## src/source/ex_pkg.sv

```systemverilog
/*
 * execute stage package
 * widths, word types, control enums and reset values shared by the scalar
 * execute datapath and its pipeline register
 */
package ex_pkg;

    // datapath and register index widths
    localparam int XLEN      = 32;
    localparam int REG_IDX_W = 5;

    typedef logic [XLEN-1:0]      word_t;
    typedef logic [REG_IDX_W-1:0] reg_idx_t;

    // raw immediate field widths as delivered by decode
    localparam int IMM_I_W  = 12;
    localparam int IMM_S_W  = 12;
    localparam int IMM_SB_W = 13;
    localparam int IMM_UJ_W = 21;
    localparam int SHAMT_W  = 5;

    // sequential fall-through increment
    localparam word_t PC_STEP = 32'd4;

    // values loaded on reset and on flush
    localparam word_t    RST_WORD = '0;
    localparam reg_idx_t RST_IDX  = '0;
    localparam logic     RST_BIT  = 1'b0;

    // alu operations, shifts take the low bits of port b
    typedef enum logic [3:0] {
        ALU_ADD  = 4'd0,
        ALU_SUB  = 4'd1,
        ALU_AND  = 4'd2,
        ALU_OR   = 4'd3,
        ALU_XOR  = 4'd4,
        ALU_SLT  = 4'd5,
        ALU_SLTU = 4'd6,
        ALU_SLL  = 4'd7,
        ALU_SRL  = 4'd8,
        ALU_SRA  = 4'd9
    } alu_op_t;

    // conditional branch kinds
    typedef enum logic [2:0] {
        BR_NONE = 3'd0,
        BR_EQ   = 3'd1,
        BR_NE   = 3'd2,
        BR_LT   = 3'd3,
        BR_GE   = 3'd4,
        BR_LTU  = 3'd5,
        BR_GEU  = 3'd6
    } branch_t;

    // operand a source
    typedef enum logic [1:0] {
        A_RS1   = 2'd0,
        A_IMM_S = 2'd1,
        A_PC    = 2'd2,
        A_ZERO  = 2'd3
    } alu_a_sel_t;

    // operand b source
    typedef enum logic [1:0] {
        B_RS1       = 2'd0,
        B_RS2       = 2'd1,
        B_IMM_SHAMT = 2'd2,
        B_IMM_U     = 2'd3
    } alu_b_sel_t;

endpackage

```

## src/source/operand_if.sv

```systemverilog
/*
 * operand bundle from operand selection to the compute unit
 * forwarded register values, alu operands and extended immediates
 */
`timescale 1ns/1ps

interface operand_if;

    // alu operands after source selection
    ex_pkg::word_t port_a;
    ex_pkg::word_t port_b;

    // register values after forwarding
    ex_pkg::word_t rs1_val;
    ex_pkg::word_t rs2_val;

    // sign-extended immediates used for targets
    ex_pkg::word_t imm_i_ext;
    ex_pkg::word_t imm_uj_ext;
    ex_pkg::word_t imm_sb_ext;

    modport producer (
        output port_a, port_b, rs1_val, rs2_val, imm_i_ext, imm_uj_ext, imm_sb_ext
    );

    modport consumer (
        input port_a, port_b, rs1_val, rs2_val, imm_i_ext, imm_uj_ext, imm_sb_ext
    );

endinterface

```

## src/source/ex_operand_sel.sv

```systemverilog
/*
 * execute operand selection
 * forwards memory-stage data onto rs1/rs2, sign-extends the immediates
 * and picks the two alu operands
 */
`timescale 1ns/1ps

module ex_operand_sel (
    input  ex_pkg::word_t                  pc,
    input  ex_pkg::word_t                  rs1_data,
    input  ex_pkg::word_t                  rs2_data,
    input  ex_pkg::word_t                  rd_mem_data,
    input  logic                           fwd_rs1,
    input  logic                           fwd_rs2,
    input  logic [ex_pkg::IMM_I_W-1:0]     imm_i,
    input  logic [ex_pkg::IMM_S_W-1:0]     imm_s,
    input  logic [ex_pkg::IMM_SB_W-1:0]    imm_sb,
    input  logic [ex_pkg::IMM_UJ_W-1:0]    imm_uj,
    input  logic [ex_pkg::SHAMT_W-1:0]     shamt,
    input  ex_pkg::word_t                  imm_u,
    input  logic                           imm_shamt_sel,
    input  ex_pkg::alu_a_sel_t             alu_a_sel,
    input  ex_pkg::alu_b_sel_t             alu_b_sel,
    operand_if.producer                    op
);

    ex_pkg::word_t imm_s_ext;
    ex_pkg::word_t imm_or_shamt;

    // memory-stage bypass
    assign op.rs1_val = fwd_rs1 ? rd_mem_data : rs1_data;
    assign op.rs2_val = fwd_rs2 ? rd_mem_data : rs2_data;

    // replicate the top bit of each field up to a full word
    assign op.imm_i_ext  = {{(ex_pkg::XLEN-ex_pkg::IMM_I_W){imm_i[ex_pkg::IMM_I_W-1]}}, imm_i};
    assign imm_s_ext     = {{(ex_pkg::XLEN-ex_pkg::IMM_S_W){imm_s[ex_pkg::IMM_S_W-1]}}, imm_s};
    assign op.imm_sb_ext = {{(ex_pkg::XLEN-ex_pkg::IMM_SB_W){imm_sb[ex_pkg::IMM_SB_W-1]}},
                            imm_sb};
    assign op.imm_uj_ext = {{(ex_pkg::XLEN-ex_pkg::IMM_UJ_W){imm_uj[ex_pkg::IMM_UJ_W-1]}},
                            imm_uj};

    // shift amount is unsigned, zero-filled
    assign imm_or_shamt = imm_shamt_sel ? {{(ex_pkg::XLEN-ex_pkg::SHAMT_W){1'b0}}, shamt}
                                        : op.imm_i_ext;

    // operand a
    always_comb begin
        case (alu_a_sel)
            ex_pkg::A_RS1:   op.port_a = op.rs1_val;
            ex_pkg::A_IMM_S: op.port_a = imm_s_ext;
            ex_pkg::A_PC:    op.port_a = pc;
            default:         op.port_a = '0;
        endcase
    end

    // operand b
    always_comb begin
        case (alu_b_sel)
            ex_pkg::B_RS1:       op.port_b = op.rs1_val;
            ex_pkg::B_RS2:       op.port_b = op.rs2_val;
            ex_pkg::B_IMM_SHAMT: op.port_b = imm_or_shamt;
            default:             op.port_b = imm_u;
        endcase
    end

endmodule

```

## src/source/ex_compute.sv

```systemverilog
/*
 * execute compute unit
 * alu, branch condition, jump and branch targets, next-pc selection
 */
`timescale 1ns/1ps

module ex_compute (
    operand_if.consumer        op,
    input  ex_pkg::word_t      pc,
    input  ex_pkg::alu_op_t    alu_op,
    input  ex_pkg::branch_t    branch_type,
    input  logic               j_sel,
    input  logic               ex_pc_sel,
    output ex_pkg::word_t      result,
    output ex_pkg::word_t      brj_addr,
    output logic               branch_taken
);

    logic [ex_pkg::SHAMT_W-1:0] shift_amt;
    logic                       alu_lt;
    logic                       alu_ltu;

    logic                       br_eq;
    logic                       br_lt;
    logic                       br_ltu;

    ex_pkg::word_t              jalr_sum;
    ex_pkg::word_t              jump_addr;
    ex_pkg::word_t              branch_addr;
    ex_pkg::word_t              pc_next;
    ex_pkg::word_t              resolved_addr;

    // alu

    assign shift_amt = op.port_b[ex_pkg::SHAMT_W-1:0];
    assign alu_lt    = $signed(op.port_a) < $signed(op.port_b);
    assign alu_ltu   = op.port_a < op.port_b;

    always_comb begin
        case (alu_op)
            ex_pkg::ALU_ADD:  result = op.port_a + op.port_b;
            ex_pkg::ALU_SUB:  result = op.port_a - op.port_b;
            ex_pkg::ALU_AND:  result = op.port_a & op.port_b;
            ex_pkg::ALU_OR:   result = op.port_a | op.port_b;
            ex_pkg::ALU_XOR:  result = op.port_a ^ op.port_b;
            ex_pkg::ALU_SLT:  result = {{(ex_pkg::XLEN-1){1'b0}}, alu_lt};
            ex_pkg::ALU_SLTU: result = {{(ex_pkg::XLEN-1){1'b0}}, alu_ltu};
            ex_pkg::ALU_SLL:  result = op.port_a << shift_amt;
            ex_pkg::ALU_SRL:  result = op.port_a >> shift_amt;
            ex_pkg::ALU_SRA:  result = ex_pkg::word_t'($signed(op.port_a) >>> shift_amt);
            default:          result = '0;
        endcase
    end

    // branch condition on the forwarded register values

    assign br_eq  = op.rs1_val == op.rs2_val;
    assign br_lt  = $signed(op.rs1_val) < $signed(op.rs2_val);
    assign br_ltu = op.rs1_val < op.rs2_val;

    always_comb begin
        case (branch_type)
            ex_pkg::BR_EQ:  branch_taken = br_eq;
            ex_pkg::BR_NE:  branch_taken = !br_eq;
            ex_pkg::BR_LT:  branch_taken = br_lt;
            ex_pkg::BR_GE:  branch_taken = !br_lt;
            ex_pkg::BR_LTU: branch_taken = br_ltu;
            ex_pkg::BR_GEU: branch_taken = !br_ltu;
            // BR_NONE never branches
            default:        branch_taken = 1'b0;
        endcase
    end

    // targets

    // jalr base is the register, lsb dropped per the isa
    assign jalr_sum  = op.rs1_val + op.imm_i_ext;
    assign jump_addr = j_sel ? (pc + op.imm_uj_ext)
                             : {jalr_sum[ex_pkg::XLEN-1:1], 1'b0};

    assign branch_addr = pc + op.imm_sb_ext;

    // sequential fall-through
    assign pc_next = pc + ex_pkg::PC_STEP;

    assign resolved_addr = branch_taken ? branch_addr : pc_next;

    // jumps override the branch outcome
    assign brj_addr = ex_pc_sel ? jump_addr : resolved_addr;

endmodule

```

## src/source/ex_mem_reg.sv

```systemverilog
/*
 * execute/memory pipeline register
 * loads each cycle, clears on flush, holds on stall, squashes control
 * bits of illegal instructions
 */
`timescale 1ns/1ps

module ex_mem_reg (
    input  logic              CLK,
    input  logic              nRST,
    input  logic              ex_mem_stall,
    input  logic              ex_mem_flush,
    input  logic              valid,
    input  logic              reg_write,
    input  logic              illegal_insn,
    input  ex_pkg::reg_idx_t  rd,
    input  ex_pkg::word_t     pc,
    input  ex_pkg::word_t     result,
    input  ex_pkg::word_t     brj_addr,
    input  logic              branch_taken,
    output logic              mem_valid,
    output logic              mem_reg_write,
    output ex_pkg::reg_idx_t  mem_rd,
    output ex_pkg::word_t     mem_result,
    output ex_pkg::word_t     mem_brj_addr,
    output ex_pkg::word_t     mem_pc,
    output logic              mem_branch_taken,
    output logic              mem_illegal_insn
);

    always_ff @(posedge CLK, negedge nRST) begin
        if (!nRST) begin
            mem_valid        <= ex_pkg::RST_BIT;
            mem_reg_write    <= ex_pkg::RST_BIT;
            mem_rd           <= ex_pkg::RST_IDX;
            mem_result       <= ex_pkg::RST_WORD;
            mem_brj_addr     <= ex_pkg::RST_WORD;
            mem_pc           <= ex_pkg::RST_WORD;
            mem_branch_taken <= ex_pkg::RST_BIT;
            mem_illegal_insn <= ex_pkg::RST_BIT;
        end else if (ex_mem_stall) begin
            // back-pressure, hold everything even if a flush is pending
        end else if (ex_mem_flush) begin
            // bubble into the memory stage
            mem_valid        <= ex_pkg::RST_BIT;
            mem_reg_write    <= ex_pkg::RST_BIT;
            mem_rd           <= ex_pkg::RST_IDX;
            mem_result       <= ex_pkg::RST_WORD;
            mem_brj_addr     <= ex_pkg::RST_WORD;
            mem_pc           <= ex_pkg::RST_WORD;
            mem_branch_taken <= ex_pkg::RST_BIT;
            mem_illegal_insn <= ex_pkg::RST_BIT;
        end else begin
            mem_valid        <= valid;
            // illegal instructions must not write back or redirect
            mem_reg_write    <= reg_write && !illegal_insn;
            mem_branch_taken <= branch_taken && !illegal_insn;
            mem_illegal_insn <= illegal_insn;
            mem_rd           <= rd;
            mem_result       <= result;
            mem_brj_addr     <= brj_addr;
            mem_pc           <= pc;
        end
    end

endmodule

```

## src/source/ex_stage_top.sv

```systemverilog
/*
 * scalar execute stage top
 * operand selection feeding the compute unit, captured in the ex/mem register
 */
`timescale 1ns/1ps

module ex_stage_top (
    input  logic                           CLK,
    input  logic                           nRST,
    input  logic                           valid,
    input  ex_pkg::word_t                  pc,
    input  ex_pkg::word_t                  rs1_data,
    input  ex_pkg::word_t                  rs2_data,
    input  ex_pkg::word_t                  rd_mem_data,
    input  logic                           fwd_rs1,
    input  logic                           fwd_rs2,
    input  logic [ex_pkg::IMM_I_W-1:0]     imm_i,
    input  logic [ex_pkg::IMM_S_W-1:0]     imm_s,
    input  logic [ex_pkg::IMM_SB_W-1:0]    imm_sb,
    input  logic [ex_pkg::IMM_UJ_W-1:0]    imm_uj,
    input  logic [ex_pkg::SHAMT_W-1:0]     shamt,
    input  ex_pkg::word_t                  imm_u,
    input  logic                           imm_shamt_sel,
    input  ex_pkg::alu_a_sel_t             alu_a_sel,
    input  ex_pkg::alu_b_sel_t             alu_b_sel,
    input  ex_pkg::alu_op_t                alu_op,
    input  ex_pkg::branch_t                branch_type,
    input  logic                           j_sel,
    input  logic                           ex_pc_sel,
    input  logic                           reg_write,
    input  ex_pkg::reg_idx_t               rd,
    input  logic                           illegal_insn,
    input  logic                           ex_mem_stall,
    input  logic                           ex_mem_flush,
    output logic                           mem_valid,
    output logic                           mem_reg_write,
    output ex_pkg::reg_idx_t               mem_rd,
    output ex_pkg::word_t                  mem_result,
    output ex_pkg::word_t                  mem_brj_addr,
    output ex_pkg::word_t                  mem_pc,
    output logic                           mem_branch_taken,
    output logic                           mem_illegal_insn
);

    // compute results into the pipeline register
    ex_pkg::word_t result;
    ex_pkg::word_t brj_addr;
    logic          branch_taken;

    operand_if op_if ();

    ex_operand_sel u_operand_sel (
        .pc, .rs1_data, .rs2_data, .rd_mem_data, .fwd_rs1, .fwd_rs2,
        .imm_i, .imm_s, .imm_sb, .imm_uj, .shamt, .imm_u, .imm_shamt_sel,
        .alu_a_sel, .alu_b_sel,
        .op (op_if.producer)
    );

    ex_compute u_compute (
        .op (op_if.consumer),
        .pc, .alu_op, .branch_type, .j_sel, .ex_pc_sel,
        .result, .brj_addr, .branch_taken
    );

    // per-instruction controls bypass the datapath blocks
    ex_mem_reg u_mem_reg (
        .CLK, .nRST, .ex_mem_stall, .ex_mem_flush,
        .valid, .reg_write, .illegal_insn, .rd, .pc,
        .result, .brj_addr, .branch_taken,
        .mem_valid, .mem_reg_write, .mem_rd, .mem_result, .mem_brj_addr,
        .mem_pc, .mem_branch_taken, .mem_illegal_insn
    );

endmodule

```

## config.mk

```make
export PLATFORM = sky130hd
export DESIGN_NAME = ex_stage_top
export DESIGN_NICKNAME = d
export VERILOG_FILES = /design/src/source/ex_pkg.sv /design/src/source/operand_if.sv /design/src/source/ex_operand_sel.sv /design/src/source/ex_compute.sv /design/src/source/ex_mem_reg.sv /design/src/source/ex_stage_top.sv
export SDC_FILE = /design/constraint.sdc
export NUM_CORES = 1
export LEC_CHECK = 0
export ABC_CLOCK_PERIOD_IN_PS = 2300
export BUFFER_PORTS_ARGS = -buffer_cell sky130_fd_sc_hd__buf_2
export CAP_MARGIN = 20
export CELL_PAD_IN_SITES_DETAIL_PLACEMENT = 0
export CELL_PAD_IN_SITES_GLOBAL_PLACEMENT = 1
export CORE_MARGIN = 3
export CORE_UTILIZATION = 25
export CTS_BUF_LIST = sky130_fd_sc_hd__clkbuf_8 sky130_fd_sc_hd__clkbuf_16
export DETAILED_ROUTE_END_ITERATION = 10
export PLACE_DENSITY_LB_ADDON = 0.1
export SKIP_CTS_REPAIR_TIMING = 1
export SYNTH_ARGS = -nofsm -noshare
export SYNTH_HDL_FRONTEND = slang
export SYNTH_SLANG_ARGS = --single-unit
```

## constraint.sdc

```tcl
create_clock -name CLK -period 2.3 [get_ports CLK]
set_input_delay 0.23 -clock CLK [delete_from_list [all_inputs] [get_ports CLK]]
set_output_delay 0.23 -clock CLK [all_outputs]
set_load 0.03 [all_outputs]
```

==> run_results.csv, run 1 <==
group,metric,value,unit
setup_path,timing_worst_setup_path_type,"primary input to register",
sta,hold_viol,0,
global_routing,initial_antenna_violation_count,2,
synthesis,syn_area_per_cell,7.38,µm²
setup_path,crit_required,2.57,ns
placed_design,detailedPlacementHpwl,117,mm
hold_path,hold-path-cell-count,2,
power_and_ir_drop,leakage,16.8,nW
synthesis,ys_async_sr_fraction,1.00,
routing,wire_per_inst,25.8,µm
cts,tritoncts,"built",
synthesis,postSynthNetCount,3391,
floorplanning,die_width,299,µm
setup_path,critical-path-top-cell-by-count,"sky130_fd_sc_hd__buf_6",
cts,htree_num_levels,3,
global_routing,first_global_vias,28300,
sta,finalCritPeriodShare,1.50,
floorplanning,core-area,84400,µm²
power_and_ir_drop,design_power_total,16.2,mW
routing,drt_pass1_iterations,5,
sta,max_freq,290,MHz
sta,timing.final.crit_period,3.45,ns
setup_path,path_delay_family,"compound AO/OA/AOI/OAI gates",
layout,fillerInstances,8795,
setup_path,worst_path_max_delay_cell,"sky130_fd_sc_hd__a2111o_1",
hold_path,timing.hold.worst.class,"primary input to register",
power_and_ir_drop,cell_pwr_density,454,nW/µm²
synthesis,yosys.area.top_type_share,0.131,
synthesis,synthCells,2911,
run,cap_violations,0,
sta,rsz0062_at_grt,"true",
routing,drt-initial-drc-count,2142,
sta,whs,0.0609,ns
sta,drv_slew,0,
cts,max-clock-path-buffers,2,
setup_path,reg2reg_slack,0.24,ns
placed_design,place.gp.congestion,0.975,
global_routing,grt_use_total,0.293,
setup_path,critical-path-max-stage-delay,0.53,ns
routing,drt.antenna.violating_nets,0,
sta,setup-violations-final,65,
floorplanning,ioPinCount,356,
synthesis,ys_types,92,
floorplanning,core.rowCount,106,
sta,max_slew.worst_pin.slew,1.08,ns
sta,fin_tns_setup,-63.45,ns
routing,routed_via_density,5.33,
run_status,failing_checks,"negative setup slack",
layout,final_nets,4691,
synthesis,synth_enable_flop_cells,0,
synthesis,most_common_flop_cell_mapped_by_yosys,"sky130_fd_sc_hd__dfrtp_1",
cts,insertion_delay,0.41,ns
setup_path,timing.critical_path.buf_inv,5,
global_routing,grt_first_pass_wirelength,195,mm
synthesis,synth.cell_area,21500,µm²
layout,syn_to_final_growth,66.5,%
setup_path,cp-start-kind,"primary input",
synthesis,yosys_warnings,0,
setup_path,cp_arrival,3.73,ns
floorplanning,die-height,299,µm
floorplanning,floorplan.initialDensity,0.255,
routing,detail_route.wirelength,138,mm
layout,commonest_non_fill_non_tap_cells_in_the_layout,"sky130_fd_sc_hd__buf_4 (1042), sky130_fd_sc_hd__buf_2 (349), sky130_fd_sc_hd__nand2_1 (280), sky130_fd_sc_hd__nor2_1 (203), sky130_fd_sc_hd__a21oi_1 (192)",
placed_design,port-buffer-count,355,
setup_path,crit_path_max_fanout,6,
synthesis,yosys_register_bits,105,
floorplanning,floorplan.die_area,89400,µm²
global_routing,grt_start_max_net_pins,109,
layout,drive_gt1_frac,0.445,
cts,clkSlewWorstSetupHoldPaths,0.08,ns
cts,total_clock_sinks,105,
cts,clk_root_buffer_cell,"sky130_fd_sc_hd__clkbuf_16",
layout,final_core_util,0.424,
synthesis,netlist_top_cells_area,"sky130_fd_sc_hd__ha_1 (13%), sky130_fd_sc_hd__dfrtp_1 (12%), sky130_fd_sc_hd__mux2i_1 (9.5%)",
synthesis,synth_sequential_area_ratio,0.122,
sta,fin_skew,0,ns
setup_path,r2r.worst_path.cells,6,
synthesis,cell_type_with_the_highest_aggregate_area_in_the_netlist,"sky130_fd_sc_hd__ha_1",
global_routing,grt_overflow,0,
run_status,outcome,"finished with violations",
sta,relSlewSlack,0.277,
routing,routed-via-count,28500,
routing,route.detailed.drc,0,
setup_path,crit_path_cell_chain,"buf_6 > buf_12 > buf_4 > mux2i_4 > a21oi_1 > o21a_1 > inv_1 > ha_1 > a21oi_4 > o31ai_2 > a221o_1 > buf_6 > a2111o_1 > a21oi_2 > mux2i_1 > a31oi_1 > a2111oi_2 > a22oi_1",
power_and_ir_drop,vdd.ir_drop.worst,437,µV
cts,tritoncts.num_buffers,9,
sta,worst_slack,-1.15,ns
layout,final_common_cell,"sky130_fd_sc_hd__buf_4",
placed_design,dpl_worst_slack,-2.05,ns
setup_path,worst-path-stages,18,
setup_path,setup.worst_path.end_class,"register",
cell type report:
type                    count  area [µm²]  area share
inverters                 124         475      0.0133
well taps                1134        1420      0.0397
multi-input cells        2501       20000       0.561
clock buffers               9         225     0.00630
clock inverters             6        62.6     0.00175
diodes                      2        5.00    0.000140
repair buffers           1470       10900       0.305
flip-flops and latches    105        2630      0.0735
where the power goes:
| group | internal [mW] | switching, mW |
|---|---|---|
| logic | 5.65 | 6.71 |
| clock network | 0.758 | 0.957 |
| registers | 2.01 | 0.138 |
flip-flops by register name (all words and copies together), names as in the netlist:
signal and cells:
u_mem_reg.mem_illegal_insn 1, u_mem_reg.mem_branch_taken 1, u_mem_reg.mem_pc 32, u_mem_reg.mem_result 32, u_mem_reg.mem_reg_write 1, u_mem_reg.mem_rd 5, u_mem_reg.mem_brj_addr 32, u_mem_reg.mem_valid 1
final timing paths:
path                                           from                          to
setup / recovery                            fwd_rs2    u_mem_reg.mem_result[25]
setup reg to reg           u_mem_reg.mem_result[23]    u_mem_reg.mem_result[23]
min in group asynchronous                      nRST        u_mem_reg.mem_pc[21]
hold / removal                         illegal_insn  u_mem_reg.mem_branch_taken
max in group asynchronous                      nRST    u_mem_reg.mem_result[19]
hold reg to reg                 u_mem_reg.mem_rd[0]         u_mem_reg.mem_rd[0]
cells in the mapped netlist (all sizes together), types with 29 or more instances:
cell,count
and2,32
nand2,289
a21o,60
nand2b,72
ha,224
xor2,47
nor3,42
o21ai,248
xnor2,78
dfrtp,105
nor2b,40
a31oi,38
inv,123
a211oi,31
mux2,45
nand3,66
buf,59
o21a,29
mux2i,204
clkbuf,122
o211ai,60
a21oi,233
nor2,222
through the flow:
step           instance area [µm²]  std cells
2_1_floorplan                22500       2911
5_1_grt                      35700       5349
6_report                     35700       5351
3_5_place_dp                 33000       5294
3_3_place_gp                 33000       5294
4_1_cts                      33300       5309
kinds of logic after synthesis:
kind of cell,share of synthesized area
mux,0.129
xor+xnor,0.0520
flops,0.122
fa+ha+maj,0.135
buf+inv,0.0592
simple gates,0.191
compound gates,0.312
worst register-to-register path: cells and delay by family, from the launching register on:
kind	cells	cell delay [ns]
compound gates	4	0.79
flops	1	0.38
simple gates	2	0.77
per-layer routing:
layer,global-route usage,share of wire,vias up
met5,0,0,-
met4,0.0869,0.035,0
met3,0.0280,0.064,149
met2,0.473,0.45,1007
met1,0.411,0.45,13900
li1,-,-,13500
(Power assumes the default switching activity.)
==> inputs of run 2 (changes only) <==
- PLACE_DENSITY: unset -> 0.61
- PLACE_DENSITY_LB_ADDON: 0.1 -> unset
==> run_results.csv, run 2 (synthesis gave the netlist of run 1 again) <==
group,metric,value,unit
run_status,outcome,"finished with violations",
run_status,failing_checks,"negative setup slack",
placed_design,place.detailed.instances,5244,
sta,hold_viol,0,
power_and_ir_drop,vdd.ir_drop.worst,432,µV
routing,drt-initial-drc-count,2831,
placed_design,port-buffer-count,355,
layout,largest_regs,"u_mem_reg.mem_brj_addr (32), u_mem_reg.mem_pc (32), u_mem_reg.mem_result (32)",
cts,tritoncts,"built",
floorplanning,floorplan.die_area,89400,µm²
sta,fin_skew,0,ns
setup_path,cp-start-kind,"primary input",
layout,final_common_cell,"sky130_fd_sc_hd__buf_4",
routing,wire_per_inst,25.1,µm
sta,max_freq,294,MHz
placed_design,place.gp.congestion,1.02,
placed_design,post_dp_cell_area,32700,µm²
routing,drt.antenna.violating_nets,0,
setup_path,r2r.worst_path.cells,6,
setup_path,reg2reg_slack,0.28,ns
cts,insertion_delay,0.40,ns
global_routing,first_global_vias,27200,
sta,max_slew.worst_pin.slew,0.764,ns
cts,total_clock_sinks,105,
layout,drive_gt1_frac,0.432,
sta,drv_slew,0,
floorplanning,ioPinCount,356,
layout,final_nets,4658,
global_routing,grt_first_pass_wirelength,188,mm
routing,routed_via_density,5.40,
layout,final_cells,5322,
setup_path,crit_path_max_fanout,8,
setup_path,reg2reg_from,"u_mem_reg.mem_result[23]",
setup_path,timing_worst_setup_path_type,"primary input to register",
sta,finalCritPeriodShare,1.48,
setup_path,cp_arrival,3.68,ns
routing,routed-via-count,28700,
layout,final_cell_area,35300,µm²
power_and_ir_drop,leakage,16.7,nW
setup_path,worst_setup_path_startpoint,"fwd_rs1",
sta,setup-violations-final,65,
sta,whs,0.0585,ns
floorplanning,die_width,299,µm
sta,worst_slack,-1.10,ns
setup_path,setup.worst_path.end_class,"register",
layout,syn_to_final_growth,64.3,%
setup_path,crit_required,2.58,ns
cts,max-clock-path-buffers,2,
run,cap_violations,0,
layout,commonest_non_fill_non_tap_cells_in_the_layout,"sky130_fd_sc_hd__buf_4 (995), sky130_fd_sc_hd__buf_2 (348), sky130_fd_sc_hd__nand2_1 (281), sky130_fd_sc_hd__nor2_1 (209), sky130_fd_sc_hd__a21oi_1 (199)",
sta,rsz0062_at_grt,"true",
hold_path,timing.hold.worst.class,"primary input to register",
floorplanning,floorplan.initialDensity,0.255,
global_routing,grt_use_total,0.282,
cts,tritoncts.num_buffers,9,
routing,route.detailed.drc,0,
placed_design,detailedPlacementHpwl,113,mm
cts,htree_num_levels,3,
setup_path,worst_r2r_endpoint,"u_mem_reg.mem_result[23]",
sta,timing.final.crit_period,3.40,ns
routing,detail_route.wirelength,134,mm
setup_path,setup.worst_path.end,"u_mem_reg.mem_result[25]",
sta,relSlewSlack,0.485,
routing,drt_pass1_iterations,5,
floorplanning,core-area,84400,µm²
power_and_ir_drop,cell_pwr_density,455,nW/µm²
cts,clk_root_buffer_cell,"sky130_fd_sc_hd__clkbuf_16",
global_routing,initial_antenna_violation_count,14,
floorplanning,core.rowCount,106,
global_routing,grt_overflow,0,
cts,clkSlewWorstSetupHoldPaths,0.09,ns
floorplanning,die-height,299,µm
global_routing,grt_start_max_net_pins,118,
==> run 2: changes by cell type in the layout (fill, tap and decap cells not counted), sizes merged <==
cell / before / now
buf: 1463 / 1430
bufinv: 0 / 1
clkinv: 5 / 2
diode: 2 / 5
inv: 125 / 128
==> run 2: cell type report <==
cell class	count	area [µm²]
fillers	8791	49100
multi-input cells	2501	19700
repair buffers	1437	10700
flip-flops and latches	105	2630
well taps	1134	1420
inverters	124	478
clock buffers	9	225
clock inverters	7	87.6
diodes	5	12.5
==> run 2: critical path, cell delays in order <==
cell and delay (ns):
sky130_fd_sc_hd__buf_12 0.12, sky130_fd_sc_hd__buf_8 0.14, sky130_fd_sc_hd__mux2i_4 0.17, sky130_fd_sc_hd__buf_6 0.14
sky130_fd_sc_hd__o221ai_4 0.12, sky130_fd_sc_hd__o21ai_4 0.32, sky130_fd_sc_hd__buf_6 0.16, sky130_fd_sc_hd__inv_4 0.04
sky130_fd_sc_hd__ha_4 0.15, sky130_fd_sc_hd__o21bai_4 0.17, sky130_fd_sc_hd__a21oi_4 0.20, sky130_fd_sc_hd__o21ai_4 0.11
sky130_fd_sc_hd__and3_4 0.20, sky130_fd_sc_hd__a2111o_1 0.51, sky130_fd_sc_hd__a21oi_2 0.19, sky130_fd_sc_hd__mux2i_1 0.20
sky130_fd_sc_hd__a31oi_1 0.11, sky130_fd_sc_hd__a2111oi_2 0.29, sky130_fd_sc_hd__a22oi_1 0.10
==> run 2: stage by stage <==
stage	setup slack [ns]	power, mW	setup TNS [ns]	utilization
2_1_floorplan	-1.30	7.61	-56.48	-
3_3_place_gp	-2.01	12.9	-105.85	0.387
3_5_place_dp	-1.99	12.9	-108.25	0.387
4_1_cts	-1.56	14.8	-79.26	0.391
5_1_grt	-1.20	16.9	-65.55	0.418
6_report	-1.10	16.1	-59.62	0.418
==> run 2: power breakdown <==
part | internal, mW | switching [mW]
clock network | 0.876 | 1.04
logic | 5.51 | 6.48
registers | 2.01 | 0.154
==> run 2: layer usage <==
metal	GRT usage	routed length, µm
met4	0.0822	4380
met2	0.444	59000
met5	0	31
met1	0.401	60200
met3	0.0355	9990
==> run 2: how the worst min path moves through the flow <==
stage	end	slack (ns)	start	cells after the start
floorplan	u_mem_reg.mem_branch_taken	-0.07	nRST	0
global placement	u_mem_reg.mem_brj_addr[6]	0.27	nRST	1
detailed placement	u_mem_reg.mem_brj_addr[6]	0.28	nRST	1
CTS	u_mem_reg.mem_brj_addr[6]	-0.18	nRST	1
global route	u_mem_reg.mem_reg_write	0.07	reg_write	3
finish	u_mem_reg.mem_reg_write	0.06	reg_write	3
